### src/jtag_tap_pkg.sv
//////////////////////////////////////////////////
// TAP controller state encoding
// Internal strobe struct and top-level status struct
//////////////////////////////////////////////////

package jtag_tap_pkg;

	// Binary state codes of the sixteen TAP states
	// Test-Logic-Reset at F and Run-Test-Idle at C
	typedef enum logic [3:0] {
		ST_EXIT2_DR         = 4'h0,
		ST_EXIT1_DR         = 4'h1,
		ST_SHIFT_DR         = 4'h2,
		ST_PAUSE_DR         = 4'h3,
		ST_SELECT_IR        = 4'h4,
		ST_UPDATE_DR        = 4'h5,
		ST_CAPTURE_DR       = 4'h6,
		ST_SELECT_DR        = 4'h7,
		ST_EXIT2_IR         = 4'h8,
		ST_EXIT1_IR         = 4'h9,
		ST_SHIFT_IR         = 4'hA,
		ST_PAUSE_IR         = 4'hB,
		ST_RUN_TEST_IDLE    = 4'hC,
		ST_UPDATE_IR        = 4'hD,
		ST_CAPTURE_IR       = 4'hE,
		ST_TEST_LOGIC_RESET = 4'hF
	} tap_state_e;

	// One-hot strobes that steer the IR and DR blocks
	typedef struct packed {
		logic tlr;
		logic run_test_idle;
		logic capture_dr;
		logic shift_dr;
		logic pause_dr;
		logic update_dr;
		logic capture_ir;
		logic shift_ir;
		logic update_ir;
	} tap_ctrl_t;

	// Strobes visible at the chip boundary
	typedef struct packed {
		logic tlr;
		logic run_test_idle;
		logic capture_dr;
		logic shift_dr;
		logic pause_dr;
		logic update_dr;
		logic shift_ir;
		logic update_ir;
	} tap_status_t;

endpackage

### src/jtag_instr_pkg.sv
//////////////////////////////////////////////////
// JTAG instruction set and IR and IDCODE types
// Instruction select and external chain structs
//////////////////////////////////////////////////

package jtag_instr_pkg;

	// Instruction register width
	localparam int IR_LENGTH = 4;

	typedef logic [IR_LENGTH-1:0] ir_t;

	// Supported opcodes
	localparam ir_t OP_EXTEST         = 4'b0000;
	localparam ir_t OP_SAMPLE_PRELOAD = 4'b0001;
	localparam ir_t OP_IDCODE         = 4'b0010;
	localparam ir_t OP_DEBUG          = 4'b1000;
	localparam ir_t OP_MBIST          = 4'b1001;
	localparam ir_t OP_BYPASS         = 4'b1111;

	// Fixed pattern loaded in Capture-IR
	// Low two bits 01 as required by the standard
	localparam ir_t IR_CAPTURE = 4'b0101;

	// Device identification word
	typedef logic [31:0] idcode_t;

	localparam idcode_t IDCODE_VALUE = 32'h149511C3;

	// One-hot data register selects
	typedef struct packed {
		logic extest;
		logic sample_preload;
		logic idcode;
		logic mbist;
		logic debug;
		logic bypass;
	} instr_sel_t;

	// Serial outputs of the chains outside the TAP
	typedef struct packed {
		logic debug;
		logic bs_chain;
		logic mbist;
	} chain_tdo_t;

endpackage

### src/tap_state_machine.sv
//////////////////////////////////////////////////
// TAP controller FSM
// State register, TMS next-state table, state strobes
//////////////////////////////////////////////////

`timescale 1ns/1ns

module tap_state_machine
(
	input  logic                    dif,
	input  logic                    test_logic_reset,
	input  logic                    tms_i,
	output jtag_tap_pkg::tap_ctrl_t tap_ctrl_o
);

	import jtag_tap_pkg::*;

	// Present state
	tap_state_e state_q;
	// State taken at the next rising edge
	tap_state_e state_d;

	//////////////////////////////////////////////////
	// State register
	//////////////////////////////////////////////////

	// One state step per TMS bit
	always_ff @(posedge dif)
	begin
		if (test_logic_reset)
		begin
			state_q <= ST_TEST_LOGIC_RESET;
		end
		else
		begin
			state_q <= state_d;
		end
	end

	//////////////////////////////////////////////////
	// Next-state table
	//////////////////////////////////////////////////

	always_comb
	begin
		case (state_q)
			// Idle and reset states
			ST_TEST_LOGIC_RESET:
				state_d = tms_i ? ST_TEST_LOGIC_RESET : ST_RUN_TEST_IDLE;
			ST_RUN_TEST_IDLE:
				state_d = tms_i ? ST_SELECT_DR : ST_RUN_TEST_IDLE;

			// Data register column
			ST_SELECT_DR:
				state_d = tms_i ? ST_SELECT_IR : ST_CAPTURE_DR;
			ST_CAPTURE_DR:
				state_d = tms_i ? ST_EXIT1_DR : ST_SHIFT_DR;
			ST_SHIFT_DR:
				state_d = tms_i ? ST_EXIT1_DR : ST_SHIFT_DR;
			ST_EXIT1_DR:
				state_d = tms_i ? ST_UPDATE_DR : ST_PAUSE_DR;
			ST_PAUSE_DR:
				state_d = tms_i ? ST_EXIT2_DR : ST_PAUSE_DR;
			// Exit2 may go back into shifting
			ST_EXIT2_DR:
				state_d = tms_i ? ST_UPDATE_DR : ST_SHIFT_DR;
			ST_UPDATE_DR:
				state_d = tms_i ? ST_SELECT_DR : ST_RUN_TEST_IDLE;

			// Instruction register column
			// TMS high in Select-IR escapes to reset
			ST_SELECT_IR:
				state_d = tms_i ? ST_TEST_LOGIC_RESET : ST_CAPTURE_IR;
			ST_CAPTURE_IR:
				state_d = tms_i ? ST_EXIT1_IR : ST_SHIFT_IR;
			ST_SHIFT_IR:
				state_d = tms_i ? ST_EXIT1_IR : ST_SHIFT_IR;
			ST_EXIT1_IR:
				state_d = tms_i ? ST_UPDATE_IR : ST_PAUSE_IR;
			ST_PAUSE_IR:
				state_d = tms_i ? ST_EXIT2_IR : ST_PAUSE_IR;
			ST_EXIT2_IR:
				state_d = tms_i ? ST_UPDATE_IR : ST_SHIFT_IR;
			ST_UPDATE_IR:
				state_d = tms_i ? ST_SELECT_DR : ST_RUN_TEST_IDLE;

			// Any stray code falls back to reset
			default:
				state_d = ST_TEST_LOGIC_RESET;
		endcase
	end

	//////////////////////////////////////////////////
	// State strobes
	//////////////////////////////////////////////////

	// Purely combinational decode of the present state
	assign tap_ctrl_o.tlr           = (state_q == ST_TEST_LOGIC_RESET);
	assign tap_ctrl_o.run_test_idle = (state_q == ST_RUN_TEST_IDLE);
	assign tap_ctrl_o.capture_dr    = (state_q == ST_CAPTURE_DR);
	assign tap_ctrl_o.shift_dr      = (state_q == ST_SHIFT_DR);
	assign tap_ctrl_o.pause_dr      = (state_q == ST_PAUSE_DR);
	assign tap_ctrl_o.update_dr     = (state_q == ST_UPDATE_DR);
	assign tap_ctrl_o.capture_ir    = (state_q == ST_CAPTURE_IR);
	assign tap_ctrl_o.shift_ir      = (state_q == ST_SHIFT_IR);
	assign tap_ctrl_o.update_ir     = (state_q == ST_UPDATE_IR);

endmodule

### src/tap_instruction_reg.sv
//////////////////////////////////////////////////
// JTAG instruction register
// IR shift stage, latched instruction, opcode decode
//////////////////////////////////////////////////

`timescale 1ns/1ns

module tap_instruction_reg
(
	input  logic                       dif,
	input  logic                       test_logic_reset,
	input  logic                       tdi_i,
	input  jtag_tap_pkg::tap_ctrl_t    tap_ctrl_i,
	output logic                       ir_tdo_o,
	output jtag_instr_pkg::instr_sel_t instr_sel_o
);

	import jtag_instr_pkg::*;

	// Serial stage between TDI and TDO
	ir_t ir_shift;
	// Instruction in force
	ir_t ir_latched;

	// Capture pattern or shift LSB first
	always_ff @(posedge dif)
	begin
		if (test_logic_reset || tap_ctrl_i.tlr)
		begin
			ir_shift <= '0;
		end
		else if (tap_ctrl_i.capture_ir)
		begin
			ir_shift <= IR_CAPTURE;
		end
		else if (tap_ctrl_i.shift_ir)
		begin
			// TDI enters at the top bit
			ir_shift <= {tdi_i, ir_shift[IR_LENGTH-1:1]};
		end
	end

	// Bit 0 leaves first
	assign ir_tdo_o = ir_shift[0];

	// New instruction takes effect on the edge leaving Update-IR
	// IDCODE is the instruction after reset
	always_ff @(posedge dif)
	begin
		if (test_logic_reset || tap_ctrl_i.tlr)
		begin
			ir_latched <= OP_IDCODE;
		end
		else if (tap_ctrl_i.update_ir)
		begin
			ir_latched <= ir_shift;
		end
	end

	// Opcode decode to one-hot selects
	always_comb
	begin
		instr_sel_o = '0;
		case (ir_latched)
			OP_EXTEST:         instr_sel_o.extest         = 1'b1;
			OP_SAMPLE_PRELOAD: instr_sel_o.sample_preload = 1'b1;
			OP_IDCODE:         instr_sel_o.idcode         = 1'b1;
			OP_MBIST:          instr_sel_o.mbist          = 1'b1;
			OP_DEBUG:          instr_sel_o.debug          = 1'b1;
			OP_BYPASS:         instr_sel_o.bypass         = 1'b1;
			// Unknown opcodes put the device in bypass
			default:           instr_sel_o.bypass         = 1'b1;
		endcase
	end

endmodule

### src/tap_data_regs.sv
//////////////////////////////////////////////////
// JTAG test data registers
// 32-bit IDCODE register and 1-bit bypass register
//////////////////////////////////////////////////

`timescale 1ns/1ns

module tap_data_regs
(
	input  logic                       dif,
	input  logic                       test_logic_reset,
	input  logic                       tdi_i,
	input  jtag_tap_pkg::tap_ctrl_t    tap_ctrl_i,
	input  jtag_instr_pkg::instr_sel_t instr_sel_i,
	output logic                       idcode_tdo_o,
	output logic                       bypass_tdo_o
);

	import jtag_instr_pkg::*;

	idcode_t idcode_reg;
	logic    bypass_reg;

	// IDCODE register
	// Reloads the ID word on capture and shifts right on shift
	always_ff @(posedge dif)
	begin
		if (test_logic_reset || tap_ctrl_i.tlr)
		begin
			idcode_reg <= IDCODE_VALUE;
		end
		else if (instr_sel_i.idcode && tap_ctrl_i.capture_dr)
		begin
			idcode_reg <= IDCODE_VALUE;
		end
		else if (instr_sel_i.idcode && tap_ctrl_i.shift_dr)
		begin
			idcode_reg <= {tdi_i, idcode_reg[$bits(idcode_t)-1:1]};
		end
	end

	assign idcode_tdo_o = idcode_reg[0];

	// Bypass bit
	// Captures 0 so the first bit out marks the bypass path
	always_ff @(posedge dif)
	begin
		if (test_logic_reset || tap_ctrl_i.tlr)
		begin
			bypass_reg <= 1'b0;
		end
		else if (instr_sel_i.bypass && tap_ctrl_i.capture_dr)
		begin
			bypass_reg <= 1'b0;
		end
		else if (instr_sel_i.bypass && tap_ctrl_i.shift_dr)
		begin
			bypass_reg <= tdi_i;
		end
	end

	assign bypass_tdo_o = bypass_reg;

endmodule

### src/tap_tdo_mux.sv
//////////////////////////////////////////////////
// TDO source multiplexer
// Falling-edge TDO register and TDO output enable
//////////////////////////////////////////////////

`timescale 1ns/1ns

module tap_tdo_mux
(
	input  logic                       dif,
	input  jtag_tap_pkg::tap_ctrl_t    tap_ctrl_i,
	input  jtag_instr_pkg::instr_sel_t instr_sel_i,
	input  logic                       ir_tdo_i,
	input  logic                       idcode_tdo_i,
	input  logic                       bypass_tdo_i,
	input  jtag_instr_pkg::chain_tdo_t chain_tdo_i,
	output logic                       tdo_o,
	output logic                       tdo_oe_o
);

	// Selected serial bit before the output flop
	logic tdo_mux;

	// IR wins during Shift-IR, otherwise the selected data register
	always_comb
	begin
		if (tap_ctrl_i.shift_ir)
			tdo_mux = ir_tdo_i;
		else if (instr_sel_i.idcode)
			tdo_mux = idcode_tdo_i;
		else if (instr_sel_i.debug)
			tdo_mux = chain_tdo_i.debug;
		// Both boundary-scan instructions share one chain
		else if (instr_sel_i.extest || instr_sel_i.sample_preload)
			tdo_mux = chain_tdo_i.bs_chain;
		else if (instr_sel_i.mbist)
			tdo_mux = chain_tdo_i.mbist;
		else if (instr_sel_i.bypass)
			tdo_mux = bypass_tdo_i;
		else
			tdo_mux = 1'b1;
	end

	// TDO changes on the falling edge of dif
	always_ff @(negedge dif)
	begin
		tdo_o <= tdo_mux;
	end

	// Driver enable one cycle behind the shift states
	always_ff @(posedge dif)
	begin
		tdo_oe_o <= tap_ctrl_i.shift_ir | tap_ctrl_i.shift_dr;
	end

endmodule

### src/jtag_tap_top.sv
//////////////////////////////////////////////////
// JTAG TAP controller top level
// FSM, IR, data registers and TDO mux
//////////////////////////////////////////////////

`timescale 1ns/1ns

module jtag_tap_top
(
	input  logic                       dif,
	input  logic                       test_logic_reset,
	input  logic                       tms_i,
	input  logic                       tdi_i,
	input  jtag_instr_pkg::chain_tdo_t chain_tdo_i,
	output logic                       tdo_o,
	output logic                       tdo_oe_o,
	output jtag_tap_pkg::tap_status_t  tap_status_o,
	output jtag_instr_pkg::instr_sel_t instr_sel_o
);

	import jtag_tap_pkg::*;
	import jtag_instr_pkg::*;

	// State strobes from the FSM
	tap_ctrl_t  tap_ctrl;
	// Decoded instruction
	instr_sel_t instr_sel;
	// Serial outputs of the internal registers
	logic       ir_tdo;
	logic       idcode_tdo;
	logic       bypass_tdo;

	tap_state_machine u_fsm (
		.dif              (dif),
		.test_logic_reset (test_logic_reset),
		.tms_i            (tms_i),
		.tap_ctrl_o       (tap_ctrl)
	);

	tap_instruction_reg u_ir (
		.dif              (dif),
		.test_logic_reset (test_logic_reset),
		.tdi_i            (tdi_i),
		.tap_ctrl_i       (tap_ctrl),
		.ir_tdo_o         (ir_tdo),
		.instr_sel_o      (instr_sel)
	);

	tap_data_regs u_dr (
		.dif              (dif),
		.test_logic_reset (test_logic_reset),
		.tdi_i            (tdi_i),
		.tap_ctrl_i       (tap_ctrl),
		.instr_sel_i      (instr_sel),
		.idcode_tdo_o     (idcode_tdo),
		.bypass_tdo_o     (bypass_tdo)
	);

	tap_tdo_mux u_tdo (
		.dif              (dif),
		.tap_ctrl_i       (tap_ctrl),
		.instr_sel_i      (instr_sel),
		.ir_tdo_i         (ir_tdo),
		.idcode_tdo_i     (idcode_tdo),
		.bypass_tdo_i     (bypass_tdo),
		.chain_tdo_i      (chain_tdo_i),
		.tdo_o            (tdo_o),
		.tdo_oe_o         (tdo_oe_o)
	);

	// Boundary view of the strobes
	// Capture-IR stays internal
	assign tap_status_o.tlr           = tap_ctrl.tlr;
	assign tap_status_o.run_test_idle = tap_ctrl.run_test_idle;
	assign tap_status_o.capture_dr    = tap_ctrl.capture_dr;
	assign tap_status_o.shift_dr      = tap_ctrl.shift_dr;
	assign tap_status_o.pause_dr      = tap_ctrl.pause_dr;
	assign tap_status_o.update_dr     = tap_ctrl.update_dr;
	assign tap_status_o.shift_ir      = tap_ctrl.shift_ir;
	assign tap_status_o.update_ir     = tap_ctrl.update_ir;

	assign instr_sel_o = instr_sel;

endmodule

### config.mk
export PLATFORM = sky130hd
export DESIGN_NAME = jtag_tap_top
export DESIGN_NICKNAME = d
export VERILOG_FILES = /design/src/jtag_tap_pkg.sv /design/src/jtag_instr_pkg.sv /design/src/tap_state_machine.sv /design/src/tap_instruction_reg.sv /design/src/tap_data_regs.sv /design/src/tap_tdo_mux.sv /design/src/jtag_tap_top.sv
export SDC_FILE = /design/constraint.sdc
export NUM_CORES = 1
export LEC_CHECK = 0
export ABC_AREA = 1
export BUFFER_PORTS_ARGS = -buffer_cell sky130_fd_sc_hd__buf_2
export CAP_MARGIN = 20
export CORE_UTILIZATION = 55
export CTS_BUF_LIST = sky130_fd_sc_hd__clkbuf_8
export CTS_CLUSTER_SIZE = 28
export DETAILED_ROUTE_END_ITERATION = 7
export PLACE_DENSITY = 0.75
export RECOVER_POWER = 50
export SLEW_MARGIN = 15
export SYNTH_ARGS = -nofsm -noshare
export SYNTH_HDL_FRONTEND = slang
export SYNTH_HIERARCHICAL = 1
export SYNTH_SLANG_ARGS = --single-unit
### constraint.sdc
create_clock -name dif -period 1.8 [get_ports dif]
set_input_delay 0.54 -clock dif [delete_from_list [all_inputs] [get_ports dif]]
set_output_delay 0.54 -clock dif [all_outputs]
set_load 0.02 [all_outputs]
# == Word-level counts from Yosys, hierarchy flattened ==
# Index checks and enable logic that the tools add are counted.
# word_totals
reg_bits,47
inputBits,7
output_inout_bits,16
# classes
eq_ne,19
n_mux,27
n_bitwise,1
reduce_logical,16
# op_table
op,n
4-bit case mux with 12 select lines,1
4-bit == test (second input constant),10
3-bit 2-to-1 mux,6
4-bit by 3-bit == test with 1-bit output (second input constant),4
1-bit 2-to-1 mux,13
4-bit by 2-bit == test with 1-bit output (second input constant),3
2-bit 2-to-1 mux,6
2-bit OR reduction,5
4-bit by 1-bit == test with 1-bit output (second input constant),2
4-bit zero test,2
5-bit OR reduction,1
1-bit logical AND,4
4-bit 2-to-1 mux,1
3-bit OR reduction,1
1-bit logical OR,2
2-bit nonzero test,1
1-bit OR,1

# == Depth between registers and ports, before layout ==
# depth
ltp_word,8
mapped_depth,11
depth_no_buf,11

# == By module ==
# Netlist, hierarchy kept.
# by_module_without_submodules
mod,n_inst,cells_per_inst,area_per_inst_um2,seq_area_each_um2
tap_data_regs,1,178,1480.2,660.6
tap_instruction_reg,1,56,364.1,160.2
tap_state_machine,1,50,280.3,80.1
tap_tdo_mux,1,24,131.4,40.0

==> impl_metrics.ini <==
[power]
sw_frac_of_total_pct = 40.6
clkPwrFrac_pct = 18.5
power_frac_seq_pct = 35.2
finalPower_mw = 3.41
power_density_nw_per_um2 = 1180
p_int_mw = 2.02
pwr-share-comb_pct = 46.3
switchingPower_mw = 1.39
peakVddDrop_uv = 886
p_leak_nw = 1.29

[clocking]
clkLatencyLatePin_ns = 0.35
cts.sinks = 47
cts.reportedPaths.clkPinSlew_ns = 0.09
cts_made_buffers = 5
cts_max_level = 2
cts_tree = yes
max-clock-path-buffers = 2
cts_root_buf = clkbuf_8

[cells_and_area]
nets = 364
drive_above_1_share_pct = 34.2
antenna-diode-count = 0
largest_reg_flops = 32
area_growth_pct = 27.7

[synth]
synthCells = 308
ys_seq_elements = 47
netlist_top_cells_area = dfxtp_1 42%, nand2_1 17%, nand3_1 8.9%
yosysWarningCount = 6
synth.largest_area_cell = dfxtp_1
synthesis.nets = 315
synth_area_per_cell_um2 = 7.32
syn_area_um2 = 2260
yosysTopAreaCellShare_pct = 41.7
yosys.cell_types.count = 21
seq_area_frac_synth_pct = 41.7

[routing]
drc_errors = 0
vias_per_cell = 5.19
post_drt_wl_per_cell_um = 12.6
wirelength_um = 5100
ant_nets = 0
top_layer_used = met4
wl_met3_um = 221
dr_wl_met2_um = 2530
firstDrtPassIters = 4
first_iter_violations = 141
vias = 2103
met1_length_um = 2290

[sta]
skew_ns = 0.0581
hold_viol_final = 0
rsz0062_at_grt = true
finalMaxSlewViolations = 0
worst_pin_slew_ns = 0.305
holdWs_ns = 0.470
setup_slack_ns = -0.420
setup_violations = 35
max_slew_margin_pct = 79.7

[setup_path]
arrival_ns = 1.68
crit_fanout = 1
cp-end-kind = output pin
worstSetupStartpointType = register
crit_type = register to output pin
crit_required_ns = 1.26
crit_family = flip-flops
cp_cell_sequence = buf_6
critPathMaxStageDelay_ns = 0.31
critPathBufInv = 1
cp_slowest_cell = dfxtp_2

[global_routing]
antenna_found_initial = 0
grt_pass1_vias = 1844
grt_pass1_wl_um = 7780
globalRouteOverflowTotal = 0
grt_max_degree = 37
grtUsageTotal_pct = 23.3

[floorplanning]
initial_core_util_pct = 59.4
fp.dieArea_um2 = 4360
ios = 23
fp.coreArea_um2 = 3800
die_h_um = 66.0
rows = 22
die_x_um = 66.0

[placement]
place_congestion = 0.847
port_buffers = 22
dpl.hpwl_um = 2860

[worst_hold_path]
min_path_type = register to register

[status]
run_status = finished, violations left
violations = negative setup slack

[run]
drv_cap = 0
[power groups by stage]
| stage | sequential (mW) | combinational (mW) | clock (mW) |
|---|---|---|---|
| after floorplan | 1.24 | 0.900 | 0.00695 |
| after global placement | 1.21 | 1.22 | 0.00695 |
| after detailed placement | 1.21 | 1.22 | 0.00695 |
| after CTS | 1.20 | 1.50 | 0.648 |
| after global routing | 1.21 | 1.69 | 0.685 |
| final | 1.20 | 1.58 | 0.631 |
[metal layers]
layer	global-route usage (%)	up-vias
met2	40.6	45
met1	28.0	978
met4	9.31	0
met5	0	-
met3	4.31	7
li1	-	1073
[layout make-up]
cell class | count | area (µm²)
Inverter | 33 | 131
Fill cell | 278 | 918
Tap cell | 48 | 60.1
Clock buffer | 5 | 68.8
Multi-Input combinational cell | 214 | 1160
Clock inverter | 3 | 17.5
Sequential cell | 47 | 955
Timing Repair Buffer | 55 | 489
[final timing paths]
check | startpoint | endpoint | slack (ns) | cells after the start
max | u_tdo/tdo_o$_DFF_N_ | tdo_o | -0.42 | 1
min | u_dr/idcode_reg[24]$_SDFFE_PP0P_ | u_dr/idcode_reg[24]$_SDFFE_PP0P_ | 0.47 | 2
max reg2reg | u_ir/ir_latched[3]$_SDFFE_PP0P_ | u_tdo/tdo_o$_DFF_N_ | -0.25 | 9
min reg2reg | u_dr/idcode_reg[24]$_SDFFE_PP0P_ | u_dr/idcode_reg[24]$_SDFFE_PP0P_ | 0.47 | 2
[timing repair]
action                                 4_1_cts  5_1_grt
resized for setup                           46       18
setup endpoints to repair                   10       37
setup buffers                                8        2
endpoints found under the hold margin        0        0
hold buffers                                 0        0
gates cloned                                 1        2
pin swaps                                   10        4
[per-stage QoR]
stage               setup slack (ns)  util (%)  cells  setup TNS [ns]  area, µm²
floorplan                     -0.375         -    308          -0.410       2310
global route                  -0.440      75.8    405           -6.12       2880
detailed placement            -0.276      66.4    386          -0.357       2520
global placement              -0.266      66.4    386          -0.335       2520
CTS                           -0.427      74.4    402          -0.802       2830
finish                        -0.420      75.8    405           -4.11       2880
[Yosys cell counts]
library cell  number
buf_6             11
inv_2              1
a21oi_2           20
buf_4              2
clkinv_1           2
or2_2              1
nor2_2             2
nor3_1             8
nand2_8            1
nor2_4             2
a21oi_1            7
nand3_1           40
and2_2             1
o21ai_0            3
buf_8              1
o211ai_1           1
dfxtp_1           47
nor2_1            24
inv_1             31
nand2_4            2
nand2_1          101
[layout by cell type, fill, tap and decap left out, drive strengths merged]
master and count:
nand3 40, clkbuf 9, or2 1, nand2 105
and2 1, a21oi 27, inv 32, nor2 28
o211ai 1, o21ai 3, dfxtp 47, bufbuf 1
clkinvlp 1, clkinv 3, buf 50, nor3 8
[cells by family after synthesis]
family | Yosys count | synth area share [%]
compound gates | 31 | 10.3
simple gates | 182 | 35.5
buf+inv | 48 | 12.5
flops | 47 | 41.7
Power figures use the tool's default switching activity.
